### config.mk
export PLATFORM = sky130hd
export DESIGN_NAME = cache_top
export DESIGN_NICKNAME = d
export VERILOG_FILES = /design/src/source/cache_pkg.sv /design/src/source/cache_back_end.sv /design/src/source/cache_memory.sv /design/src/source/cache_top.sv /design/src/source/write_through_buffer.sv
export SDC_FILE = /design/constraint.sdc
export NUM_CORES = 1
export LEC_CHECK = 0
export BUFFER_PORTS_ARGS = -buffer_cell sky130_fd_sc_hd__buf_4
export CAP_MARGIN = 10
export CELL_PAD_IN_SITES_DETAIL_PLACEMENT = 0
export CELL_PAD_IN_SITES_GLOBAL_PLACEMENT = 1
export CORE_UTILIZATION = 59
export CTS_CLUSTER_SIZE = 10
export DETAILED_ROUTE_END_ITERATION = 8
export PLACE_DENSITY = 0.84
export SLEW_MARGIN = 0
export SYNTH_ARGS = -nofsm -noshare
export SYNTH_HDL_FRONTEND = slang
export SYNTH_SLANG_ARGS = --single-unit
### constraint.sdc
create_clock -name clk -period 8.2 [get_ports clk]
set_input_delay 1.23 -clock clk [delete_from_list [all_inputs] [get_ports clk]]
set_output_delay 1.23 -clock clk [all_outputs]
set_load 0.05 [all_outputs]
### src/source/cache_pkg.sv
`default_nettype none

package cache_pkg;

   // default geometry, overridden from cache_top
   // word address width
   localparam int def_addr_w = 12;
   localparam int def_data_w = 32;
   // log2 of the number of lines
   localparam int def_nlines_w = 3;
   // log2 of the words in one line
   localparam int def_word_offset_w = 2;
   // log2 of the write buffer depth
   localparam int def_wtbuf_depth_w = 2;

   // back-end sequencer
   // writes are drained first, a refill only starts from an empty buffer
   typedef enum logic [1:0] {
      IDLE   = 2'd0,
      DRAIN  = 2'd1,
      REFILL = 2'd2
   } be_state_e;

endpackage

`default_nettype wire

### src/source/cache_back_end.sv
`default_nettype none

module cache_back_end #(
   parameter int ADDR_W        = cache_pkg::def_addr_w,
   parameter int DATA_W        = cache_pkg::def_data_w,
   parameter int WORD_OFFSET_W = cache_pkg::def_word_offset_w
) (
   input  logic                            clk,
   input  logic                            rst_n,
   // write buffer head
   input  logic                            wtb_valid,
   input  logic [ADDR_W-1:0]               wtb_addr,
   input  logic [DATA_W-1:0]               wtb_data,
   input  logic [DATA_W/8-1:0]             wtb_strb,
   output logic                            wtb_pop,
   // line refill
   input  logic                            refill_req,
   input  logic [ADDR_W-WORD_OFFSET_W-1:0] refill_addr,
   output logic                            refill_valid,
   output logic [DATA_W-1:0]               refill_data,
   output logic                            refill_done,
   // external memory port
   output logic                            mem_req,
   output logic                            mem_we,
   output logic [ADDR_W-1:0]               mem_addr,
   output logic [DATA_W-1:0]               mem_wdata,
   output logic [DATA_W/8-1:0]             mem_wstrb,
   input  logic [DATA_W-1:0]               mem_rdata,
   input  logic                            mem_ack
);

   import cache_pkg::*;

   be_state_e                state;
   logic                     req_q;
   logic [WORD_OFFSET_W-1:0] word_cnt;
   logic                     last_word;

   assign last_word = &word_cnt;

   assign mem_req = req_q;
   assign mem_we = (state == DRAIN);
   assign mem_addr = (state == DRAIN) ? wtb_addr : {refill_addr, word_cnt};
   assign mem_wdata = wtb_data;
   assign mem_wstrb = (state == DRAIN) ? wtb_strb : '0;

   assign wtb_pop = (state == DRAIN) && mem_ack;
   assign refill_valid = (state == REFILL) && mem_ack;
   assign refill_data = mem_rdata;
   assign refill_done = refill_valid && last_word;

   always_ff @(posedge clk or negedge rst_n) begin
      if (!rst_n) begin
         state <= IDLE;
         req_q <= 1'b0;
         word_cnt <= '0;
      end else begin
         case (state)
            IDLE: begin
               // pending writes go first so the refill sees them
               if (wtb_valid) begin
                  state <= DRAIN;
                  req_q <= 1'b1;
               end else if (refill_req) begin
                  state <= REFILL;
                  req_q <= 1'b1;
                  word_cnt <= '0;
               end
            end
            DRAIN: begin
               if (mem_ack) begin
                  req_q <= 1'b0;
                  state <= IDLE;
               end
            end
            REFILL: begin
               if (mem_ack) begin
                  req_q <= 1'b0;
                  word_cnt <= word_cnt + 1'b1;
                  if (last_word)
                     state <= IDLE;
               end else if (!req_q) begin
                  // next word of the line
                  req_q <= 1'b1;
               end
            end
            default: state <= IDLE;
         endcase
      end
   end

   mem_req_held: assert property (@(posedge clk) disable iff (!rst_n)
      mem_req && !mem_ack |=> mem_req && $stable(mem_addr) && $stable(mem_we));

endmodule

`default_nettype wire

### src/source/cache_memory.sv
`default_nettype none

module cache_memory #(
   parameter int ADDR_W        = cache_pkg::def_addr_w,
   parameter int DATA_W        = cache_pkg::def_data_w,
   parameter int NLINES_W      = cache_pkg::def_nlines_w,
   parameter int WORD_OFFSET_W = cache_pkg::def_word_offset_w,
   parameter int WTBUF_DEPTH_W = cache_pkg::def_wtbuf_depth_w
) (
   input  logic                            clk,
   input  logic                            rst_n,
   // front end
   input  logic                            req,
   input  logic [ADDR_W-1:0]               addr,
   input  logic [DATA_W-1:0]               wdata,
   input  logic [DATA_W/8-1:0]             wstrb,
   output logic [DATA_W-1:0]               rdata,
   output logic                            ack,
   input  logic                            invalidate,
   // credit channel to the write buffer
   output logic                            wtb_push,
   output logic [ADDR_W-1:0]               wtb_push_addr,
   output logic [DATA_W-1:0]               wtb_push_data,
   output logic [DATA_W/8-1:0]             wtb_push_strb,
   input  logic                            credit_return,
   // line refill from the back end
   output logic                            refill_req,
   output logic [ADDR_W-WORD_OFFSET_W-1:0] refill_addr,
   input  logic                            refill_valid,
   input  logic [DATA_W-1:0]               refill_data,
   input  logic                            refill_done
);

   localparam int nbytes = DATA_W / 8;
   localparam int tag_w = ADDR_W - NLINES_W - WORD_OFFSET_W;
   localparam int line_word_w = NLINES_W + WORD_OFFSET_W;
   localparam logic [WTBUF_DEPTH_W:0] max_credits = {1'b1, {WTBUF_DEPTH_W{1'b0}}};

   typedef enum logic [1:0] {
      ST_IDLE   = 2'd0,
      ST_LOOKUP = 2'd1,
      ST_REFILL = 2'd2,
      ST_ACK    = 2'd3
   } fe_state_e;

   fe_state_e state;

   // storage arrays
   logic [DATA_W-1:0]   data_mem [2**line_word_w];
   logic [tag_w-1:0]    tag_mem [2**NLINES_W];
   logic [2**NLINES_W-1:0] valid_q;

   logic [tag_w-1:0]         tag;
   logic [NLINES_W-1:0]      index;
   logic [WORD_OFFSET_W-1:0] offset;
   logic [line_word_w-1:0]   word_idx;
   logic                     is_write;
   logic                     hit;
   logic [WTBUF_DEPTH_W:0]   credits;
   logic [WORD_OFFSET_W-1:0] fill_cnt;
   logic [DATA_W-1:0]        rdata_q;

   assign tag = addr[ADDR_W-1 -: tag_w];
   assign index = addr[WORD_OFFSET_W +: NLINES_W];
   assign offset = addr[WORD_OFFSET_W-1:0];
   assign word_idx = addr[line_word_w-1:0];
   assign is_write = |wstrb;
   assign hit = valid_q[index] && (tag_mem[index] == tag);

   assign ack = (state == ST_ACK);
   assign rdata = rdata_q;

   // every write leaves through the buffer in its ack cycle
   assign wtb_push = (state == ST_ACK) && is_write;
   assign wtb_push_addr = addr;
   assign wtb_push_data = wdata;
   assign wtb_push_strb = wstrb;

   assign refill_req = (state == ST_REFILL);
   assign refill_addr = addr[ADDR_W-1:WORD_OFFSET_W];

   always_ff @(posedge clk or negedge rst_n) begin
      if (!rst_n) begin
         state <= ST_IDLE;
      end else begin
         case (state)
            ST_IDLE: begin
               if (req)
                  state <= ST_LOOKUP;
            end
            ST_LOOKUP: begin
               // writes wait here for a credit, no allocation on a miss
               if (is_write) begin
                  if (credits != '0)
                     state <= ST_ACK;
               end else if (hit) begin
                  state <= ST_ACK;
               end else begin
                  state <= ST_REFILL;
               end
            end
            ST_REFILL: begin
               if (refill_done)
                  state <= ST_ACK;
            end
            default: state <= ST_IDLE;
         endcase
      end
   end

   // credits owned by the cache side
   always_ff @(posedge clk or negedge rst_n) begin
      if (!rst_n) begin
         credits <= max_credits;
      end else begin
         case ({wtb_push, credit_return})
            2'b10:   credits <= credits - 1'b1;
            2'b01:   credits <= credits + 1'b1;
            default: credits <= credits;
         endcase
      end
   end

   always_ff @(posedge clk or negedge rst_n) begin
      if (!rst_n)
         fill_cnt <= '0;
      else if (refill_valid)
         fill_cnt <= fill_cnt + 1'b1;
   end

   always_ff @(posedge clk or negedge rst_n) begin
      if (!rst_n) begin
         valid_q <= '0;
      end else if (invalidate) begin
         valid_q <= '0;
      end else if (refill_done) begin
         valid_q[index] <= 1'b1;
      end
   end

   always_ff @(posedge clk) begin
      if (refill_done)
         tag_mem[index] <= tag;
   end

   // refill words in order, else merge strobed bytes on a write hit
   always_ff @(posedge clk) begin
      if (refill_valid) begin
         data_mem[{index, fill_cnt}] <= refill_data;
      end else if (wtb_push && hit) begin
         for (int b = 0; b < nbytes; b++) begin
            if (wstrb[b])
               data_mem[word_idx][8*b +: 8] <= wdata[8*b +: 8];
         end
      end
   end

   // requested word is caught as it passes during a refill
   always_ff @(posedge clk) begin
      if (state == ST_LOOKUP && !is_write && hit)
         rdata_q <= data_mem[word_idx];
      else if (refill_valid && fill_cnt == offset)
         rdata_q <= refill_data;
   end

   credits_in_range: assert property (@(posedge clk) disable iff (!rst_n)
      credits <= max_credits);

   push_needs_credit: assert property (@(posedge clk) disable iff (!rst_n)
      wtb_push |-> credits != '0);

endmodule

`default_nettype wire

### src/source/cache_top.sv
`default_nettype none

module cache_top #(
   parameter int ADDR_W        = cache_pkg::def_addr_w,
   parameter int DATA_W        = cache_pkg::def_data_w,
   parameter int NLINES_W      = cache_pkg::def_nlines_w,
   parameter int WORD_OFFSET_W = cache_pkg::def_word_offset_w,
   parameter int WTBUF_DEPTH_W = cache_pkg::def_wtbuf_depth_w
) (
   input  logic                clk,
   input  logic                rst_n,
   // front end
   input  logic                req,
   input  logic [ADDR_W-1:0]   addr,
   input  logic [DATA_W-1:0]   wdata,
   input  logic [DATA_W/8-1:0] wstrb,
   output logic [DATA_W-1:0]   rdata,
   output logic                ack,
   input  logic                invalidate,
   output logic                wtb_empty,
   // external memory
   output logic                mem_req,
   output logic                mem_we,
   output logic [ADDR_W-1:0]   mem_addr,
   output logic [DATA_W-1:0]   mem_wdata,
   output logic [DATA_W/8-1:0] mem_wstrb,
   input  logic [DATA_W-1:0]   mem_rdata,
   input  logic                mem_ack
);

   logic                            wtb_push;
   logic [ADDR_W-1:0]               wtb_push_addr;
   logic [DATA_W-1:0]               wtb_push_data;
   logic [DATA_W/8-1:0]             wtb_push_strb;
   logic                            credit_return;
   logic                            wtb_valid;
   logic [ADDR_W-1:0]               wtb_addr;
   logic [DATA_W-1:0]               wtb_data;
   logic [DATA_W/8-1:0]             wtb_strb;
   logic                            wtb_pop;
   logic                            refill_req;
   logic [ADDR_W-WORD_OFFSET_W-1:0] refill_addr;
   logic                            refill_valid;
   logic [DATA_W-1:0]               refill_data;
   logic                            refill_done;

   cache_memory #(
      .ADDR_W        (ADDR_W),
      .DATA_W        (DATA_W),
      .NLINES_W      (NLINES_W),
      .WORD_OFFSET_W (WORD_OFFSET_W),
      .WTBUF_DEPTH_W (WTBUF_DEPTH_W)
   ) memory (
      .clk           (clk),
      .rst_n         (rst_n),
      .req           (req),
      .addr          (addr),
      .wdata         (wdata),
      .wstrb         (wstrb),
      .rdata         (rdata),
      .ack           (ack),
      .invalidate    (invalidate),
      .wtb_push      (wtb_push),
      .wtb_push_addr (wtb_push_addr),
      .wtb_push_data (wtb_push_data),
      .wtb_push_strb (wtb_push_strb),
      .credit_return (credit_return),
      .refill_req    (refill_req),
      .refill_addr   (refill_addr),
      .refill_valid  (refill_valid),
      .refill_data   (refill_data),
      .refill_done   (refill_done)
   );

   write_through_buffer #(
      .ADDR_W        (ADDR_W),
      .DATA_W        (DATA_W),
      .WTBUF_DEPTH_W (WTBUF_DEPTH_W)
   ) wtbuf (
      .clk           (clk),
      .rst_n         (rst_n),
      .wtb_push      (wtb_push),
      .wtb_push_addr (wtb_push_addr),
      .wtb_push_data (wtb_push_data),
      .wtb_push_strb (wtb_push_strb),
      .credit_return (credit_return),
      .wtb_valid     (wtb_valid),
      .wtb_addr      (wtb_addr),
      .wtb_data      (wtb_data),
      .wtb_strb      (wtb_strb),
      .wtb_pop       (wtb_pop),
      .wtb_empty     (wtb_empty)
   );

   // sequencer runs IDLE, DRAIN and REFILL of be_state_e
   cache_back_end #(
      .ADDR_W        (ADDR_W),
      .DATA_W        (DATA_W),
      .WORD_OFFSET_W (WORD_OFFSET_W)
   ) back_end (
      .clk           (clk),
      .rst_n         (rst_n),
      .wtb_valid     (wtb_valid),
      .wtb_addr      (wtb_addr),
      .wtb_data      (wtb_data),
      .wtb_strb      (wtb_strb),
      .wtb_pop       (wtb_pop),
      .refill_req    (refill_req),
      .refill_addr   (refill_addr),
      .refill_valid  (refill_valid),
      .refill_data   (refill_data),
      .refill_done   (refill_done),
      .mem_req       (mem_req),
      .mem_we        (mem_we),
      .mem_addr      (mem_addr),
      .mem_wdata     (mem_wdata),
      .mem_wstrb     (mem_wstrb),
      .mem_rdata     (mem_rdata),
      .mem_ack       (mem_ack)
   );

endmodule

`default_nettype wire

### src/source/write_through_buffer.sv
`default_nettype none

module write_through_buffer #(
   parameter int ADDR_W        = cache_pkg::def_addr_w,
   parameter int DATA_W        = cache_pkg::def_data_w,
   parameter int WTBUF_DEPTH_W = cache_pkg::def_wtbuf_depth_w
) (
   input  logic                clk,
   input  logic                rst_n,
   // from the cache memory
   input  logic                wtb_push,
   input  logic [ADDR_W-1:0]   wtb_push_addr,
   input  logic [DATA_W-1:0]   wtb_push_data,
   input  logic [DATA_W/8-1:0] wtb_push_strb,
   output logic                credit_return,
   // head entry towards the back end
   output logic                wtb_valid,
   output logic [ADDR_W-1:0]   wtb_addr,
   output logic [DATA_W-1:0]   wtb_data,
   output logic [DATA_W/8-1:0] wtb_strb,
   input  logic                wtb_pop,
   output logic                wtb_empty
);

   localparam int nbytes = DATA_W / 8;
   localparam int depth = 2**WTBUF_DEPTH_W;

   logic [ADDR_W-1:0] addr_mem [depth];
   logic [DATA_W-1:0] data_mem [depth];
   logic [nbytes-1:0] strb_mem [depth];

   // extra msb tells full from empty
   logic [WTBUF_DEPTH_W:0] wr_ptr;
   logic [WTBUF_DEPTH_W:0] rd_ptr;
   logic                   full;

   assign wtb_empty = (wr_ptr == rd_ptr);
   assign full = (wr_ptr == {~rd_ptr[WTBUF_DEPTH_W], rd_ptr[WTBUF_DEPTH_W-1:0]});
   assign wtb_valid = !wtb_empty;

   assign wtb_addr = addr_mem[rd_ptr[WTBUF_DEPTH_W-1:0]];
   assign wtb_data = data_mem[rd_ptr[WTBUF_DEPTH_W-1:0]];
   assign wtb_strb = strb_mem[rd_ptr[WTBUF_DEPTH_W-1:0]];

   always_ff @(posedge clk) begin
      if (wtb_push) begin
         addr_mem[wr_ptr[WTBUF_DEPTH_W-1:0]] <= wtb_push_addr;
         data_mem[wr_ptr[WTBUF_DEPTH_W-1:0]] <= wtb_push_data;
         strb_mem[wr_ptr[WTBUF_DEPTH_W-1:0]] <= wtb_push_strb;
      end
   end

   always_ff @(posedge clk or negedge rst_n) begin
      if (!rst_n) begin
         wr_ptr <= '0;
         rd_ptr <= '0;
         credit_return <= 1'b0;
      end else begin
         if (wtb_push)
            wr_ptr <= wr_ptr + 1'b1;
         if (wtb_pop)
            rd_ptr <= rd_ptr + 1'b1;
         // one credit back per drained entry
         credit_return <= wtb_pop;
      end
   end

   no_push_when_full: assert property (@(posedge clk) disable iff (!rst_n)
      wtb_push |-> !full);

   no_pop_when_empty: assert property (@(posedge clk) disable iff (!rst_n)
      wtb_pop |-> !wtb_empty);

endmodule

`default_nettype wire

Word-level counts from Yosys, hierarchy flattened

Memory sizes are Yosys's and may differ from the RTL's.
Index checks and enable logic that the tools add are counted.

$add $sub $neg: 6
$lt $le $gt $ge: 2
Equality and inequality tests: 19
Multiplexer cells: 57
Bitwise logic cells: 1
Reductions and logical operators: 26

Operators by type and width:

| operator              | number |
|---|---|
| $mux W32              | 3 |
| $reduce_or A32 Y1     | 1 |
| $mux W1               | 29 |
| $mux W2               | 12 |
| $mux W8               | 2 |
| $mux W12              | 1 |
| $pmux W2 S3           | 2 |
| $logic_and A1 B1 Y1   | 10 |
| $add A3 B1 Y3 const B | 3 |
| $eq A2 B2 Y1 const B  | 4 |
| $mux W4               | 2 |
| $ne A2 B2 Y1 const B  | 4 |
| $or A8 B8 Y8          | 1 |
| $reduce_and A4 Y1     | 2 |
| $reduce_bool A2 Y1    | 4 |
| $eq A7 B7 Y1          | 1 |
| $eq A2 B1 Y1 const B  | 3 |
| $ne A2 B1 Y1 const B  | 3 |
| $pmux W3 S2           | 1 |
| $reduce_and A3 Y1     | 2 |
| $reduce_bool A3 Y1    | 2 |
| $mux W5               | 1 |
| $add A2 B1 Y2 const B | 2 |
| $logic_not A2 Y1      | 2 |
| other kinds (14)      | 14 |

Flip-flop bits (word level): 59
Memory bits (writable): 1272
Input port bits: 85
Output and inout bits: 84
Logic and storage cells: 127
Memories: 5

Memory list:

| memory          | depth | bits a word | read ports | clocked after memory_dff | wr ports | line                       | source |
|---|---|---|---|---|---|---|---|
| memory.data_mem | 32    | 32          | 1          | 0                        | 1        | cache_memory.sv:49         | `logic [DATA_W-1:0] data_mem [2**line_word_w];` |
| wtbuf.data_mem  | 4     | 32          | 1          | 0                        | 1        | write_through_buffer.sv:29 | `logic [DATA_W-1:0] data_mem [depth];` |
| memory.tag_mem  | 8     | 7           | 1          | 0                        | 1        | cache_memory.sv:50         | `logic [tag_w-1:0] tag_mem [2**NLINES_W];` |
| wtbuf.addr_mem  | 4     | 12          | 1          | 0                        | 1        | write_through_buffer.sv:28 | `logic [ADDR_W-1:0] addr_mem [depth];` |
| wtbuf.strb_mem  | 4     | 4           | 1          | 0                        | 1        | write_through_buffer.sv:30 | `logic [nbytes-1:0] strb_mem [depth];` |

Longest topological paths before layout

Depth after elaboration: 9
Gate-level depth with buffers: 13
Mapped depth without buffers: 9

Hierarchy

Synthesis repeated with hierarchy kept, for this count alone.

Cells, all modules: 2502
Area, all modules: 52592.9 um^2

By module, submodules not included:

| module               | times used | cells an instance | area each (um^2) | sequential area each (um^2) |
|---|---|---|---|---|
| cache_memory         | 1          | 2087              | 44296.2          | 33768.6 |
| write_through_buffer | 1          | 283               | 7354.6           | 5940.7 |
| cache_back_end       | 1          | 132               | 942.2            | 125.1 |

Least setup slack after synthesis

OpenSTA, ideal clock, no wires.

Path kind: input to register
From: input addr[2]
To: memory memory.data_mem[0][0] in the netlist's numbering, enable pin
Library setup time: 386 ps
Arrival time: 4037 ps
Data required time: 7814 ps
Setup slack: 3776 ps
Cell stages on the path: 10
Buffers on the path: 4
Cell sequence: buf_6 -> buf_6 -> mux2i_1 -> a221oi_1 -> xor2_1 -> or4_1 -> buf_2 -> or4_1 -> buf_6 -> a211oi_1

Longest elaborated chain between the ends: 9
Elaborated cells on any way between the ends: 21
Those cells by class: eq/ne: 1; mux: 16; reduce/logical: 3; memory: 1

RTL lines:

| element                                             | line                | source |
|---|---|---|
| from (decl)                                         | cache_top.sv:14     | `input logic [ADDR_W-1:0] addr,` |
| $mem_v2 Z8 W7 / $bmux W1 S3 (equally long branches) | --                  |  |
| $eq A7 B7 Y1 / $mux W1 (equally long branches)      | cache_memory.sv:68  | `assign hit = valid_q[index] && (tag_mem[index] == tag);` |
| $logic_and A1 B1 Y1                                 | cache_memory.sv:68  |  |
| $logic_and A1 B1 Y1                                 | cache_memory.sv:150 | `end else if (wtb_push && hit) begin` |
| $mux W1                                             | cache_memory.sv:150 |  |
| $mux W1                                             | cache_memory.sv:148 | `if (refill_valid) begin` |
| $mux W1 (not written as such)                       | cache_memory.sv:153 | `data_mem[word_idx][8*b +: 8] <= wdata[8*b +: 8];` |
| $reduce_or A32 Y1 (no line)                         | --                  |  |
| $mux W5 (no line) / $mux W4 (equally long branches) | --                  |  |
| to (decl)                                           | cache_memory.sv:49  |  |

Several ways; a longest one is shown, not always the timed one. The select of a mux whose other input is x is not followed.

Final worst setup path

From: input addr[2]
To: memory memory.data_mem[14][17] in the netlist's numbering, data pin

Longest elaborated chain between the ends: 9
Elaborated cells on any way between the ends: 20
Those cells by class: eq/ne: 1; mux: 15; reduce/logical: 3; memory: 1

RTL lines:

| element                                             | line |
|---|---|
| $mem_v2 Z8 W7 / $bmux W1 S3 (equally long branches) | -- |
| $eq A7 B7 Y1 / $mux W1 (equally long branches)      | cache_memory.sv:68 |
| $logic_and A1 B1 Y1 *                               | cache_memory.sv:68 |
| $logic_and A1 B1 Y1 *                               | cache_memory.sv:150 |
| $mux W1                                             | cache_memory.sv:150 |
| $mux W1                                             | cache_memory.sv:148 |
| $mux W1 (not written as such)                       | cache_memory.sv:153 |
| $reduce_or A32 Y1 (no line) *                       | -- |
| $mux W32 (no line) *                                | -- |

Mark *: on every way between the ends. The rest lies on a longest branch, timed or not. The select of a mux whose other input is x is not followed.

==> metrics <==
post-layout net count ~2800; critical path arrival 5530 ps; Critical Path Source Type input pin; Post-synth ARST share 0.0203; Post-Syn Instances around 2400; total of max-cap violations 0; Worst Max-Slew Pin Slew 1290 ps; Fin. Hold Viols 0; number of top-level pins approximately 170; first-pass GRT wire length between 150 and 200 mm; status complete, no violations; fillcell total about 5200; top cells by area, synth edfxtp_1 75%, mux4_2 13%, mux2_2 1.9%; CTS tree yes; register area about 40000 µm²; most frequent cells after synthesis 1304 x edfxtp_1, 308 x mux4_2, 101 x clkbuf_1, 99 x a211oi_1, 96 x a22oi_1; top-count cell post-synth edfxtp_1; total negative setup slack 0 ps; unrepaired setup endpoints after global routing false; GP Congestion between 0.7 and 0.8; Leak 18.7 nW; reg2reg path depth 7; deepest clock path buffer count 3; Final min period ~5200 ps; register area share after synthesis 0.764; Synth top area share 0.751; CP Launch Point addr[2]; post-DP HPWL between 70 and 80 mm; Min-Delay Path Class in2async; CTS sink count around 1300; area delta synth->final 13.7%; total CTS buffers about 150; yosys warns 0; Routed WL between 100 and 150 mm; die height 299 µm; worst vdd ir between 400 and 500 µV; Clk Latency, worst-skew pair approximately 730 ps; die width 299 µm; FF-to-FF Start memory.state[0]; worst path buffer plus inverter count 3; DRC Markers 0; Initial DRC Count roughly 3600; Post-CTS Setup Inserts 0; clk_skew roughly 18 ps; CP Max Fanout 45; setup violators final 0; Rel. slew slack 0.137; R2R Setup Slk between 3000 and 4000 ps; Fmax just under 200 MHz; clock transition at the registers of the reported paths roughly 50 ps; gr usage total 0.281; Yosys cell types 53; die area ~90000 µm²; initial antenna violation count 6; total grt overflow 0; syn_area_per_cell about 22 µm²; Multi-input gate area around 12000 µm²; slowest CP cell or4_1; most repeated library cell on the critical path buf_4; critical path depth 10; CP required approximately 8600 ps; vias per cell 6.86; post-CTS sizing 0; CP cell instances buf_4, buf_4, mux2i_1, a22o_1, or3_1, nand4_4, or4_1, nor2_4, buf_4, mux2_2; Final ANT Viol Nets 0; Util after Layout 0.681; final slew viol count 0; final period utilization 0.630; FP Rows 108; RR Endpoint memory.data_mem[14][17]; number of global-route vias before repair ~27000; Inst Count DP roughly 3600; synthesized area about 52000 µm²; top_reg_cell synth edfxtp_1; DR pass1 iterations 5; Seq cells post-synth approximately 1300; Starting Density 0.599; largest net degree at the start of global routing 155; share of layout cells above drive strength 1 0.341; critical path's largest stage delay 730 ps; leading area contributor after synthesis edfxtp_1; Worst setup EP type flip-flop; critical path type in2reg; synthesized net count roughly 2500; DR WL/cell 32.0 µm; Hold-fix buffers, CTS 0; Clock Tree Root clkbuf_16; Top Family by Delay on Critical Path simple AND/OR/NAND/NOR gates; H-tree Lvls 4; Pwr per Cell Area around 270 nW/µm²; end point of the critical path memory.data_mem[14][17]; number of synthesized flops with an enable pin around 1300; Non-Filler Instances just under 4000; core area just under 90000 µm²; Vias between 20000 and 30000; port buffer count about 170
[state kept, by name, summed over array words and instances (netlist names), 3 cells and up]
signal / cells
memory.data_mem: 1024
wtbuf.data_mem: 128
memory.tag_mem: 56
wtbuf.addr_mem: 48
memory.rdata: 32
wtbuf.strb_mem: 16
memory.valid_q: 8
memory.credits: 3
wtbuf.rd_ptr: 3
wtbuf.wr_ptr: 3
[area by class of cell]
| type | instances | share of cell area |
|---|---|---|
| repair buffers | 289 | 0.0363 |
| inverters | 10 | 0.000633 |
| flip-flops and latches | 1331 | 0.672 |
| well taps | 1155 | 0.0244 |
| diodes | 1 | 0.0000422 |
| clock inverters | 9 | 0.00226 |
| clock buffers | 179 | 0.0680 |
| multi-input cells | 880 | 0.197 |
[worst min path at each step]
stage	startpoint	endpoint	slack (ps)	depth (start not counted)
detailed placement	wtbuf.wr_ptr[2]	wtbuf.wr_ptr[2]	480	1
CTS	rst_n	memory.valid_q[4]	390	1
finish	rst_n	memory.valid_q[6]	420	1
global placement	memory.valid_q[4]	memory.valid_q[4]	470	2
global route	rst_n	memory.valid_q[5]	430	1
floorplan	wtbuf.wr_ptr[2]	wtbuf.wr_ptr[2]	460	1
[power by group]
group          internal (mW)  total (mW)  switching, mW
Combinational          0.786        2.31           1.52
Clock                   3.45        5.91           2.46
Sequential              7.66        7.75         0.0920
Total                   11.9        16.0           4.07
[metal layers]
metal | up-vias | routed length [µm] | track usage
li1 | 10721 | - | -
met1 | 13889 | 47500 | 0.401
met2 | 1612 | 59200 | 0.440
met3 | 222 | 13600 | 0.0673
met4 | 2 | 3130 | 0.0824
met5 | - | 13 | 0
[per-stage QoR]
step | cell area [µm²] | power, mW | hold WS (ps) | worst slack [ps]
2_1_floorplan | 52200 | 9.46 | 460 | 3780
3_3_place_gp | 55000 | 10.2 | 475 | 2260
3_5_place_dp | 55000 | 10.2 | 482 | 2100
4_1_cts | 59200 | 16.0 | 393 | 2830
5_1_grt | 59300 | 16.4 | 434 | 2850
6_report | 59300 | 16.0 | 417 | 3030
[cells by family after synthesis]
| group | after synthesis | synth area share |
|---|---|---|
| compound gates | 292 | 0.0452 |
| xor+xnor | 19 | 0.00319 |
| fa+ha+maj | 13 | 0.00326 |
| buf+inv | 178 | 0.0150 |
| flops | 1331 | 0.764 |
| mux | 410 | 0.155 |
| simple gates | 146 | 0.0149 |
[placed cells by master, fill, tap and decap left out, types with 22 or more instances in the layout]
master	instances
dfrtp_1	24
a32oi_1	30
a211oi_1	96
a211oi_2	33
mux4_2	308
a22oi_1	96
clkbuf_16	158
buf_2	22
nor2_1	30
mux2_2	86
edfxtp_1	1304
buf_4	256
nand2_1	28
nand4_1	34
[worst register-to-register path, stage by stage (launching register included)]
cell,delay [ps]
dfrtp_1,420
ha_1,330
nor2b_1,570
nand2_1,230
or4_1,680
nor2_4,630
buf_4,440
mux2_2,650
Power figures use the tool's default switching activity.
